===== src/hdl/armCtrlPkg.sv =====
package armCtrlPkg;

  // Word and field widths
  typedef logic [31:0] instrT;
  typedef logic [3:0]  flagsT;    // N Z C V, N in bit 3
  typedef logic [3:0]  condT;
  typedef logic [3:0]  aluCtrlT;
  typedef logic [2:0]  multCtrlT;
  typedef logic [1:0]  fwdT;

  // Forwarding selects for the ALU source muxes
  localparam fwdT FwdNone = 2'b00;
  localparam fwdT FwdW    = 2'b01;   // Result from Writeback
  localparam fwdT FwdM    = 2'b10;   // ALU result from Memory

  // Instruction classes seen by the decoder
  typedef enum logic [2:0] {
    DpImm,
    DpReg,
    Mult,
    Ldr,
    Str,
    Branch,
    Undef
  } opClassT;

  // Condition field encodings
  localparam condT CondEq = 4'b0000;
  localparam condT CondNe = 4'b0001;
  localparam condT CondCs = 4'b0010;
  localparam condT CondCc = 4'b0011;
  localparam condT CondMi = 4'b0100;
  localparam condT CondPl = 4'b0101;
  localparam condT CondVs = 4'b0110;
  localparam condT CondVc = 4'b0111;
  localparam condT CondHi = 4'b1000;
  localparam condT CondLs = 4'b1001;
  localparam condT CondGe = 4'b1010;
  localparam condT CondLt = 4'b1011;
  localparam condT CondGt = 4'b1100;
  localparam condT CondLe = 4'b1101;
  localparam condT CondAl = 4'b1110;

  // ALU add, used for address and branch target arithmetic
  localparam aluCtrlT AluAdd = 4'b0100;

  // Bits 7:4 of a multiply in the register data-processing space
  localparam logic [3:0] MultSig = 4'b1001;

  // Program counter register number
  localparam logic [3:0] PcReg = 4'd15;

endpackage


===== src/hdl/mainDecoder.sv =====
module mainDecoder (
  input  armCtrlPkg::instrT    InstrD,
  output logic [1:0]           RegSrcD,
  output logic [1:0]           ImmSrcD,
  output logic                 ALUSrcD,
  output logic                 MemtoRegD,
  output logic                 RegWriteD,
  output logic                 MemWriteD,
  output logic                 BranchD,
  output logic                 multSelectD,
  output armCtrlPkg::aluCtrlT  ALUControlD,
  output logic [1:0]           FlagWriteD,
  output armCtrlPkg::multCtrlT MultControlD,
  output logic                 PCSrcD,
  output armCtrlPkg::opClassT  opClass
);
  import armCtrlPkg::*;

  logic [8:0] controls;
  logic       dpOp;

  // Instruction class from the op field and the multiply signature
  always_comb begin
    case (InstrD[27:25])
      3'b000:  opClass = (InstrD[7:4] == MultSig) ? Mult : DpReg;
      3'b001:  opClass = DpImm;
      3'b010,
      3'b011:  opClass = InstrD[20] ? Ldr : Str;   // L bit picks load or store
      3'b101:  opClass = Branch;
      default: opClass = Undef;
    endcase
  end

  // RegSrc ImmSrc ALUSrc MemtoReg RegWrite MemWrite Branch
  always_comb begin
    case (opClass)
      DpImm:   controls = 9'b00_00_10100;
      DpReg:   controls = 9'b00_00_00100;
      Mult:    controls = 9'b00_00_00100;
      Ldr:     controls = 9'b00_01_11100;
      Str:     controls = 9'b10_01_10010;
      Branch:  controls = 9'b01_10_10001;
      default: controls = 9'b00_00_00000;   // Undefined does nothing
    endcase
  end

  assign {RegSrcD, ImmSrcD, ALUSrcD, MemtoRegD,
          RegWriteD, MemWriteD, BranchD} = controls;

  assign dpOp        = (opClass == DpImm) || (opClass == DpReg);
  assign multSelectD = (opClass == Mult);

  always_comb begin
    if (dpOp) begin
      ALUControlD = InstrD[24:21];              // Opcode goes straight to the ALU
      FlagWriteD  = {InstrD[20], InstrD[20]};   // S bit sets both groups
    end else begin
      ALUControlD = AluAdd;
      FlagWriteD  = 2'b00;
    end
  end

  // MUL, MLA, UMULL and friends
  assign MultControlD = InstrD[23:21];

  // Branches and writes to r15 both redirect the fetch
  assign PCSrcD = BranchD || (RegWriteD && (InstrD[15:12] == PcReg));

endmodule


===== src/hdl/conditional.sv =====
module conditional (
  input  logic                clk,
  input  logic                rst,
  input  logic                en,
  input  armCtrlPkg::condT    CondE,
  input  armCtrlPkg::flagsT   FlagsE,
  input  logic [1:0]          FlagWriteE,
  output logic                CondExE,
  output armCtrlPkg::flagsT   storedFlags
);
  import armCtrlPkg::*;

  logic       neg;
  logic       zero;
  logic       carry;
  logic       oflow;
  logic       ge;
  logic [1:0] flagWrEn;

  assign {neg, zero, carry, oflow} = storedFlags;
  assign ge = (neg == oflow);   // Signed greater or equal

  always_comb begin
    case (CondE)
      CondEq:  CondExE = zero;
      CondNe:  CondExE = !zero;
      CondCs:  CondExE = carry;
      CondCc:  CondExE = !carry;
      CondMi:  CondExE = neg;
      CondPl:  CondExE = !neg;
      CondVs:  CondExE = oflow;
      CondVc:  CondExE = !oflow;
      CondHi:  CondExE = carry && !zero;
      CondLs:  CondExE = !carry || zero;
      CondGe:  CondExE = ge;
      CondLt:  CondExE = !ge;
      CondGt:  CondExE = !zero && ge;
      CondLe:  CondExE = zero || !ge;
      CondAl:  CondExE = 1'b1;
      default: CondExE = 1'b0;   // 1111 never executes here
    endcase
  end

  // Only an instruction that passed its condition may touch the flags
  assign flagWrEn = FlagWriteE & {2{CondExE}};

  always_ff @(posedge clk) begin
    if (rst) begin
      storedFlags <= '0;
    end else if (en) begin
      if (flagWrEn[1]) begin
        storedFlags[3:2] <= FlagsE[3:2];   // N and Z
      end
      if (flagWrEn[0]) begin
        storedFlags[1:0] <= FlagsE[1:0];   // C and V
      end
    end
  end

  flagsClearAfterReset: assert property (@(posedge clk) rst |=> storedFlags == '0)
    else $error("Stored flags not cleared by reset");

endmodule


===== src/hdl/hazard.sv =====
module hazard (
  input  logic            Match1EM,
  input  logic            Match1EW,
  input  logic            Match2EM,
  input  logic            Match2EW,
  input  logic            Match12DE,
  input  logic            RegWriteM,
  input  logic            RegWriteW,
  input  logic            MemtoRegE,
  input  logic            PCWrPendingF,
  input  logic            PCSrcW,
  input  logic            BranchTakenE,
  input  logic            memWait,
  output armCtrlPkg::fwdT ForwardAE,
  output armCtrlPkg::fwdT ForwardBE,
  output logic            StallF,
  output logic            StallD,
  output logic            StallE,
  output logic            StallM,
  output logic            FlushD,
  output logic            FlushE,
  output logic            FlushW
);
  import armCtrlPkg::*;

  logic ldrStall;

  // Newest producer wins
  function automatic fwdT fwdSel(input logic matchM, input logic matchW,
                                 input logic wrM, input logic wrW);
    fwdT sel;
    if (matchM && wrM) begin
      sel = FwdM;
    end else if (matchW && wrW) begin
      sel = FwdW;
    end else begin
      sel = FwdNone;
    end
    return sel;
  endfunction

  assign ForwardAE = fwdSel(Match1EM, Match1EW, RegWriteM, RegWriteW);
  assign ForwardBE = fwdSel(Match2EM, Match2EW, RegWriteM, RegWriteW);

  // Load in E feeding the instruction in D
  assign ldrStall = MemtoRegE && Match12DE;

  assign StallF = ldrStall || PCWrPendingF || memWait;
  assign StallD = ldrStall || memWait;
  assign StallE = memWait;
  assign StallM = memWait;

  assign FlushD = PCSrcW || BranchTakenE;
  assign FlushE = (ldrStall || BranchTakenE) && !memWait;   // Held stage keeps its contents
  assign FlushW = memWait;                                 // Bubble into Writeback

endmodule


===== src/hdl/controller.sv =====
module controller (
  input  logic                 clk,
  input  logic                 rst,
  input  armCtrlPkg::instrT    InstrD,
  input  armCtrlPkg::flagsT    FlagsE,
  input  logic                 StallE,
  input  logic                 StallM,
  input  logic                 FlushE,
  input  logic                 FlushW,
  output logic [1:0]           RegSrcD,
  output logic [1:0]           ImmSrcD,
  output logic                 ALUSrcE,
  output armCtrlPkg::aluCtrlT  ALUControlE,
  output armCtrlPkg::multCtrlT MultControlE,
  output logic                 BranchTakenE,
  output logic                 MemtoRegE,
  output logic                 MemWriteM,
  output logic                 MemtoRegM,
  output logic                 RegWriteM,
  output logic                 MemtoRegW,
  output logic                 RegWriteW,
  output logic                 PCSrcW,
  output logic                 PCWrPendingF,
  output logic [1:0]           previousCVflag
);
  import armCtrlPkg::*;

  logic       ALUSrcD, MemtoRegD, RegWriteD, MemWriteD, BranchD, multSelectD, PCSrcD;
  aluCtrlT    ALUControlD;
  multCtrlT   MultControlD;
  logic [1:0] FlagWriteD;
  opClassT    opClassD;

  logic       RegWriteE, MemWriteE, BranchE, PCSrcE;
  logic [1:0] FlagWriteE;
  opClassT    opClassE;
  condT       CondE;
  logic       CondExE;
  flagsT      storedFlags;

  logic       RegWriteGatedE, MemWriteGatedE, PCSrcGatedE;
  logic       PCSrcM;

  mainDecoder i_mainDecoder (
    .InstrD       (InstrD),
    .RegSrcD      (RegSrcD),
    .ImmSrcD      (ImmSrcD),
    .ALUSrcD      (ALUSrcD),
    .MemtoRegD    (MemtoRegD),
    .RegWriteD    (RegWriteD),
    .MemWriteD    (MemWriteD),
    .BranchD      (BranchD),
    .multSelectD  (multSelectD),
    .ALUControlD  (ALUControlD),
    .FlagWriteD   (FlagWriteD),
    .MultControlD (MultControlD),
    .PCSrcD       (PCSrcD),
    .opClass      (opClassD)
  );

  // Execute stage control bits, a flush turns the slot into a bubble
  always_ff @(posedge clk) begin
    if (rst || FlushE) begin
      RegWriteE  <= 1'b0;
      MemWriteE  <= 1'b0;
      MemtoRegE  <= 1'b0;
      BranchE    <= 1'b0;
      PCSrcE     <= 1'b0;
      FlagWriteE <= 2'b00;
      opClassE   <= Undef;
    end else if (!StallE) begin
      RegWriteE  <= RegWriteD;
      MemWriteE  <= MemWriteD;
      MemtoRegE  <= MemtoRegD;
      BranchE    <= BranchD;
      PCSrcE     <= PCSrcD;
      FlagWriteE <= FlagWriteD;
      opClassE   <= opClassD;
    end
  end

  // Operand controls, harmless in a bubble
  always_ff @(posedge clk) begin
    if (!StallE) begin
      CondE        <= InstrD[31:28];
      ALUSrcE      <= ALUSrcD;
      ALUControlE  <= ALUControlD;
      MultControlE <= multSelectD ? MultControlD : '0;   // Multiplier idle otherwise
    end
  end

  // Flags advance only when the Execute instruction moves on
  conditional i_conditional (
    .clk         (clk),
    .rst         (rst),
    .en          (!StallE),
    .CondE       (CondE),
    .FlagsE      (FlagsE),
    .FlagWriteE  (FlagWriteE),
    .CondExE     (CondExE),
    .storedFlags (storedFlags)
  );

  assign BranchTakenE   = BranchE && CondExE;
  assign RegWriteGatedE = RegWriteE && CondExE;
  assign MemWriteGatedE = MemWriteE && CondExE;
  assign PCSrcGatedE    = PCSrcE && CondExE;

  assign previousCVflag = storedFlags[1:0];   // Carry-in for ADC, SBC, RSC

  always_ff @(posedge clk) begin
    if (rst) begin
      MemWriteM <= 1'b0;
      MemtoRegM <= 1'b0;
      RegWriteM <= 1'b0;
      PCSrcM    <= 1'b0;
    end else if (!StallM) begin
      MemWriteM <= MemWriteGatedE;
      MemtoRegM <= MemtoRegE;
      RegWriteM <= RegWriteGatedE;
      PCSrcM    <= PCSrcGatedE;
    end
  end

  // Writeback takes a bubble while memory waits
  always_ff @(posedge clk) begin
    if (rst || FlushW) begin
      MemtoRegW <= 1'b0;
      RegWriteW <= 1'b0;
      PCSrcW    <= 1'b0;
    end else begin
      MemtoRegW <= MemtoRegM;
      RegWriteW <= RegWriteM;
      PCSrcW    <= PCSrcM;
    end
  end

  // E is not gated by the condition, the fetch waits either way
  assign PCWrPendingF = PCSrcD || PCSrcE || PCSrcM;

  branchFromDecodedB: assert property (@(posedge clk) disable iff (rst)
    BranchTakenE |-> BranchE && (opClassE == Branch))
    else $error("Branch taken for a non-branch in Execute");

  noLoadAndStoreM: assert property (@(posedge clk) disable iff (rst)
    !(MemWriteM && MemtoRegM))
    else $error("Load and store together in Memory");

endmodule


===== src/hdl/armControlUnit.sv =====
module armControlUnit (
  input  logic                 clk,
  input  logic                 rst,
  input  armCtrlPkg::instrT    InstrD,
  input  armCtrlPkg::flagsT    FlagsE,
  input  logic                 Match1EM,
  input  logic                 Match1EW,
  input  logic                 Match2EM,
  input  logic                 Match2EW,
  input  logic                 Match12DE,
  input  logic                 memWait,
  output logic [1:0]           RegSrcD,
  output logic [1:0]           ImmSrcD,
  output logic                 ALUSrcE,
  output armCtrlPkg::aluCtrlT  ALUControlE,
  output armCtrlPkg::multCtrlT MultControlE,
  output logic                 BranchTakenE,
  output logic                 MemtoRegE,
  output logic                 MemWriteM,
  output logic                 MemtoRegM,
  output logic                 RegWriteM,
  output logic                 MemtoRegW,
  output logic                 RegWriteW,
  output logic                 PCSrcW,
  output logic                 PCWrPendingF,
  output logic [1:0]           previousCVflag,
  output logic                 StallF,
  output logic                 StallD,
  output logic                 FlushD,
  output armCtrlPkg::fwdT      ForwardAE,
  output armCtrlPkg::fwdT      ForwardBE
);

  logic StallE, StallM, FlushE, FlushW;

  controller i_controller (
    .clk            (clk),
    .rst            (rst),
    .InstrD         (InstrD),
    .FlagsE         (FlagsE),
    .StallE         (StallE),
    .StallM         (StallM),
    .FlushE         (FlushE),
    .FlushW         (FlushW),
    .RegSrcD        (RegSrcD),
    .ImmSrcD        (ImmSrcD),
    .ALUSrcE        (ALUSrcE),
    .ALUControlE    (ALUControlE),
    .MultControlE   (MultControlE),
    .BranchTakenE   (BranchTakenE),
    .MemtoRegE      (MemtoRegE),
    .MemWriteM      (MemWriteM),
    .MemtoRegM      (MemtoRegM),
    .RegWriteM      (RegWriteM),
    .MemtoRegW      (MemtoRegW),
    .RegWriteW      (RegWriteW),
    .PCSrcW         (PCSrcW),
    .PCWrPendingF   (PCWrPendingF),
    .previousCVflag (previousCVflag)
  );

  hazard i_hazard (
    .Match1EM     (Match1EM),
    .Match1EW     (Match1EW),
    .Match2EM     (Match2EM),
    .Match2EW     (Match2EW),
    .Match12DE    (Match12DE),
    .RegWriteM    (RegWriteM),
    .RegWriteW    (RegWriteW),
    .MemtoRegE    (MemtoRegE),
    .PCWrPendingF (PCWrPendingF),
    .PCSrcW       (PCSrcW),
    .BranchTakenE (BranchTakenE),
    .memWait      (memWait),
    .ForwardAE    (ForwardAE),
    .ForwardBE    (ForwardBE),
    .StallF       (StallF),
    .StallD       (StallD),
    .StallE       (StallE),
    .StallM       (StallM),
    .FlushD       (FlushD),
    .FlushE       (FlushE),
    .FlushW       (FlushW)
  );

  // The E registers in the controller rely on these never meeting
  noStallAndFlushE: assert property (@(posedge clk) disable iff (rst)
    !(StallE && FlushE))
    else $error("Execute stalled and flushed in the same cycle");

endmodule


===== config.mk =====
export PLATFORM = sky130hd
export DESIGN_NAME = armControlUnit
export DESIGN_NICKNAME = d
export VERILOG_FILES = /design/src/hdl/armCtrlPkg.sv /design/src/hdl/mainDecoder.sv /design/src/hdl/conditional.sv /design/src/hdl/hazard.sv /design/src/hdl/controller.sv /design/src/hdl/armControlUnit.sv
export SDC_FILE = /design/constraint.sdc
export NUM_CORES = 1
export LEC_CHECK = 0
export BUFFER_PORTS_ARGS = -buffer_cell sky130_fd_sc_hd__buf_4
export CAP_MARGIN = 5
export CORE_MARGIN = 4
export CORE_UTILIZATION = 35
export CTS_CLUSTER_DIAMETER = 80
export DETAILED_ROUTE_END_ITERATION = 10
export HOLD_SLACK_MARGIN = 0.06
export SYNTH_ARGS = -nofsm -noshare
export SYNTH_HDL_FRONTEND = slang
export SYNTH_SLANG_ARGS = --single-unit

===== constraint.sdc =====
create_clock -name clk -period 2.5 [get_ports clk]
set_input_delay 0.25 -clock clk [delete_from_list [all_inputs] [get_ports clk]]
set_output_delay 0.25 -clock clk [all_outputs]
set_load 0.02 [all_outputs]

==> impl_results.md, run 1 <==
- Outcome: finished clean
- Post-layout util: 51.6%
- Filler cells: 380
- Crit path kind: reg2out
- Async S/R FF share, synth: 0%
- Synth Instances: 144
- Diode count: 0
- Residual DRC: 0
- Total GRT Usage: 14.6%
- Syn Area/Cell: 10.4 um2
- Sw Pwr: 0.301 mW
- Layout area overhead: 40.1%
- Multi-input combinational cell area: 716 um2
- Die Area: 5380 um2
- Placed Instances: 250
- Worst path bufs/invs: 1
- Library cells used by synthesis: 42
- Clock power frac: between 30% and 40%
- Via density: 5.03
- Vias in the first global route: 1307
- CTS tree: done
- CP max-delay cell: edfxtp_1
- Sequential cell area fraction in the yosys report: a little under half
- Crit. End Element: output pin
- Slew @ Worst Pin: approximately 0.83 ns
- Synth Net Count: 188
- Combinational power share: 17.6%
- Seq pwr share: a little under half
- Largest net degree at the start of global routing: 16
- WP data required: between 2 and 2.5 ns
- Setup TNS: 0 ns
- Final setup fails: 0
- Vias: 1314
- CTS buffer count: 5
- Die X: ~73 um
- Minimum clock period: 2.37 ns
- Worst slew margin: 43.9%
- Final Routed Wirelength: 3860 um
- H-tree levels: 2
- Maxcap violations: 0
- CP arrival: 2.12 ns
- CP startpoint kind: flop
- Die Span Y: 73.4 um
- Final non-filler cell total: 261
- Setup ws final: 0.129 ns
- Fmax: 422 MHz
- Commonest non-fill, non-tap cell in the layout: buf_4
- Pre-CTS WS: 0.194 ns
- Max stage delay on crit path: ~0.50 ns
- Synth Flop Type: dfxtp_1
- Num ports: 74
- Max Root-Sink Buffers: 2
- First-pass GRT wire length: approximately 6100 um
- Crit path cell chain: mux2_4 > a32o_1 > nor4_4 > nand3_1 > a21o_1 > buf_4
- DRT iter0 DRCs: 56
- Layout cells sized above 1: 39.8%
- Clock Skews: 0.00659 ns
- P per Cell Area: between 500 and 600 nW/um2
- Final hold vios: 0
- RePlAce Congestion: 0.750
- Number of synthesized flops with an enable pin: 12
- P_int: 0.802 mW
- Peak supply drop: 304 uV
- Design Power: ~1.1 mW
- CP top delay family: flip-flops
- Worst-path clk slew: 0.06 ns
- Initial Utilization: 36.8%
- YS warnings: 0
- Most frequent cells in the layout: buf_4, dfxtp_1, nand2_1
- Clock Tree Root: clkbuf_8
- Fin crit share: 94.8%
- Wirelength per Cell: 14.8 um
- Port Buffers: 61
- #FFs+latches synth: 29
- Nets: roughly 250
- Initial antenna violation count: 0
- Area taken by flip-flops and latches: 701 um2
- Clock latency on the worst-skew pair: roughly 0.28 ns
- Synthesized area: 1500 um2
- Clock sinks: 29
- Core ar.: 4060 um2
- Crit path max fanout: 8
- # rows: 23
- Net Sw Frac: a little over a quarter
- Antenna-violating nets left: 0
- LEAKAGE: 0.915 nW
- Max Slew Vio Count: 0
- Post_cts resized: 0
- Gr ovfl total: 0
- DRT Pass-1 Iters: 4
- Min-Delay Path Class: in2reg
- RSZ-0062 raised after global routing: false
- Hpwl dp: a little over 3000 um
-- kinds of logic after synthesis --
logic type / Yosys count / synth area share [%]
AOI/OAI and AO/OA: 21 / 14.0
DFF: 29 / 46.9
and+or+nand+nor: 69 / 26.9
buffers and inverters: 15 / 5.27
muxes: 9 / 6.36
xor gates and xnor gates: 1 / 0.586
-- cell type report --
| type | count | share of cell area (%) |
|---|---|---|
| Clock buffer | 5 | 3.29 |
| Clock inverter | 3 | 0.836 |
| Inverter | 7 | 1.25 |
| Multi-Input combinational cell | 100 | 34.2 |
| Sequential cell | 29 | 33.5 |
| Tap cell | 50 | 2.99 |
| Timing Repair Buffer | 67 | 24.0 |
-- Yosys cell counts, types with 2 or more instances --
cell       n  area, um2
a21oi_1    2       10.0
a22oi_1    3       22.5
a32o_1     4       40.0
and2_1    13       81.3
and3_1     3       18.8
buf_4      6       45.0
clkbuf_1   2       7.51
dfxtp_1   17        340
edfxtp_1  12        360
inv_1      6       22.5
mux2i_1    8       80.1
nand2_1   15       56.3
nand2b_1   3       18.8
nand3b_1   2       15.0
nor2_1     7       26.3
nor2b_1    3       18.8
nor3_1     8       40.0
nor3b_1    3       22.5
o21ai_0    3       15.0
o31ai_1    2       15.0
-- final timing paths --
| kind | start | endpoint | slack, ns | cells past startpoint |
|---|---|---|---|---|
| worst min-delay path | InstrD[30] | i_controller.CondE[2] | 0.15 | 1 |
| worst max register to register | i_controller.CondE[2] | i_controller.i_conditional.storedFlags[0] | 0.27 | 6 |
| worst max-delay path | i_controller.CondE[2] | FlushD | 0.13 | 6 |
| worst min register to register | i_controller.PCSrcM | i_controller.PCSrcW | 0.50 | 1 |
-- routing by layer --
layer	routed length [um]	part of all wire [%]	track usage (%)	vias up
li1	-	-	-	646
met1	1550	40	17.5	618
met2	2010	52	24.8	41
met3	228	5.9	3.01	9
met4	77	2.0	6.64	0
met5	0	0	0	-
-- sequential cells by signal, indices dropped and copies added (netlist names), 3 cells and up --
| name | flops |
|---|---|
| i_controller.CondE | 4 |
| i_controller.ALUControlE | 4 |
| i_controller.MultControlE | 3 |
| i_controller.i_conditional.storedFlags | 4 |
-- what timing repair did --
action,in CTS,in global routing
setup buffers,1,2
cloned,0,0
hold buffers,0,0
endpoints found under the setup margin,2,1
pin swaps,1,0
-- metrics by stage --
stage | instance area (um2) | hold slack [ns]
floorplan | 1500 | 0.322
global placement | 1990 | 0.428
detailed placement | 1990 | 0.432
CTS | 2080 | 0.146
global route | 2090 | 0.139
finish | 2090 | 0.148
-- power groups by stage --
| stage | Clock [mW] | Combinational, mW | Sequential [mW] |
|---|---|---|---|
| 5_1_grt | 0.409 | 0.209 | 0.532 |
| 3_3_place_gp | 0 | 0.185 | 0.538 |
| 2_1_floorplan | 0 | 0.0897 | 0.547 |
| 4_1_cts | 0.384 | 0.191 | 0.530 |
| 6_report | 0.379 | 0.194 | 0.530 |
| 3_5_place_dp | 0 | 0.189 | 0.540 |
Note: power is estimated with default switching activity, not from simulation.
==> inputs of run 2 (changes only) <==
- SYNTH_HIERARCHICAL: unset -> 1
==> run 2 against run 1 <==
Cell area grew 6.2%. Synthesized area grew 8.6%. Critical path depth grew 1. First-iteration DRC count shrank 25%. Global-route usage shrank 1.4 points. Largest power group unchanged. Combinational power grew 7%. Sequential cell count grew 1.
==> impl_results.md, run 2 <==
- Fin crit share: between 90% and 100%
- Crit path kind: reg2out
- Setup TNS: 0 ns
- Wirelength per Cell: roughly 14 um
- Crit path max fanout: 6
- P per Cell Area: 512 nW/um2
- Initial Utilization: 36.8%
- Clock latency on the worst-skew pair: 0.28 ns
- H-tree levels: 2
- Hpwl dp: 2860 um
- Syn Area/Cell: 10.3 um2
- Die Span Y: 76.1 um
- Vias: 1356
- DRT Pass-1 Iters: 4
- Layout cells sized above 1: ~43%
- Seq pwr share: approximately 48%
- Final hold vios: 0
- Minimum clock period: 2.42 ns
- Max Slew Vio Count: 0
- CTS buffer count: 5
- Outcome: finished clean
- Crit path cell chain: and2b_2 > o31a_1 > o31ai_4 > nand3_2 > and2_4 > or2_4 > buf_6
- Gr ovfl total: 0
- CP top delay family: simple AND/OR/NAND/NOR gates
- Crit. End Element: output pin
- First-pass GRT wire length: 6380 um
- Sw Pwr: ~0.28 mW
- CTS tree: done
- Largest net degree at the start of global routing: 19
- Filler cells: about 430
- CP arrival: 2.17 ns
- Total GRT Usage: 13.1%
- Maxcap violations: 0
- Most frequent cells in the layout: buf_4, dfxtp_1, mux2i_1
- Max stage delay on crit path: approximately 0.46 ns
- Via density: 4.97
- Synth Instances: 157
- Commonest non-fill, non-tap cell in the layout: buf_4
- Slew @ Worst Pin: 0.535 ns
- Clock Tree Root: clkbuf_8
- P_int: 0.860 mW
- WP data required: 2.25 ns
- Synth Net Count: 201
- Combinational power share: a little under a fifth
- Final setup fails: 0
- Min-Delay Path Class: in2reg
- RSZ-0062 raised after global routing: false
- Diode count: 0
- # rows: 24
- Worst slew margin: ~64%
- CP startpoint kind: flop
- Vias in the first global route: 1414
- Net Sw Frac: 24.5%
- Worst-path clk slew: 0.06 ns
- YS warnings: 6
- Final Routed Wirelength: 3740 um
- Die Area: 5790 um2
- Port Buffers: 61
- Core ar.: 4410 um2
- Nets: 264
- Num ports: between 70 and 80
- Fmax: 413 MHz
- Synthesized area: 1620 um2
- RePlAce Congestion: 0.725
- Clock sinks: 30
- Final instance area: 2220 um2
- Clock Skews: 0.00440 ns
- LEAKAGE: between 1 and 1.5 nW
- DP Area: 2040 um2
- Antenna-violating nets left: 0
- Initial antenna violation count: 0
- Peak supply drop: ~200 uV
- DRT iter0 DRCs: 42
- Worst path bufs/invs: 1
- Max Root-Sink Buffers: 2
- Top flop regs: i_controller/ALUControlE (4), i_controller/CondE (4), i_controller/i_conditional/storedFlags (4)
- Clock power frac: about a third
- CP max-delay cell: edfxtp_1
- Residual DRC: 0
- Hold buffers post-CTS: 0
- Layout area overhead: 37.0%
- Die X: 76.1 um
-- run 2: cell count changes in the layout (fill, tap and decap cells not counted), moves of 3 or more --
cell / previous run / this run
a31oi_1: 0 / 3
a32o_1: 4 / 0
and2_1: 13 / 8
and3_1: 3 / 0
buf_4: 67 / 71
mux2i_1: 8 / 13
nand2_1: 15 / 9
nand2b_1: 3 / 7
nand3b_1: 2 / 5
nor2_2: 0 / 7
nor3_1: 8 / 2
o211a_1: 0 / 4
-- run 2: path summary, 6_finish.rpt --
kind | from | endpoint | slack, ns | depth (start not counted)
hold reg to reg | i_controller/MemWriteM | i_controller/MemWriteM | 0.47 | 2
setup reg to reg | i_controller/CondE[2] | i_controller/FlagWriteE[1] | 0.20 | 9
hold / removal | InstrD[31] | i_controller/CondE[3] | 0.15 | 1
setup / recovery | i_controller/CondE[2] | FlushD | 0.08 | 7
-- run 2: per-stage QoR --
| stage | utilization (%) | power [mW] | worst slack, ns | instances | hold slack [ns] |
|---|---|---|---|---|---|
| after floorplan | - | 0.663 | 0.201 | 157 | 0.319 |
| after global placement | 46.1 | 0.732 | 0.0886 | 256 | 0.430 |
| after detailed placement | 46.1 | 0.737 | 0.0555 | 256 | 0.431 |
| after CTS | 49.7 | 1.15 | 0.000133 | 270 | 0.140 |
| after global routing | 50.4 | 1.20 | 0.00639 | 273 | 0.136 |
| final | 50.4 | 1.14 | 0.0815 | 273 | 0.152 |
-- run 2: layout make-up --
class	instances	area (um2)	share of cell area [%]
clock inverters	1	5.00	0.225
repair buffers	72	544	24.5
clock buffers	7	86.3	3.88
inverters	4	15.0	0.675
flip-flops and latches	30	721	32.4
multi-input cells	107	788	35.4
well taps	52	65.1	2.92
-- run 2: per-layer routing --
layer | track usage [%] | up-vias | wire, um
met5 | 0 | - | 0
met3 | 2.72 | 5 | 172
met2 | 25.2 | 33 | 2110
met4 | 5.59 | 0 | 49
met1 | 13.5 | 651 | 1410
li1 | - | 667 | -
-- run 2: power by group through the flow --
stage | sequential [mW] | clock [mW] | combinational, mW
2_1_floorplan | 0.564 | 0 | 0.0989
6_report | 0.542 | 0.391 | 0.207
3_5_place_dp | 0.554 | 0 | 0.183
4_1_cts | 0.542 | 0.408 | 0.201
3_3_place_gp | 0.553 | 0 | 0.179
5_1_grt | 0.544 | 0.429 | 0.224
-- run 2: what timing repair did --
item	CTS	global route
endpoints found under the setup margin	1	1
resized for setup	3	3
pin swaps	1	5
buffers inserted	6	3
hold endpoints to repair	0	0
gates cloned	0	0
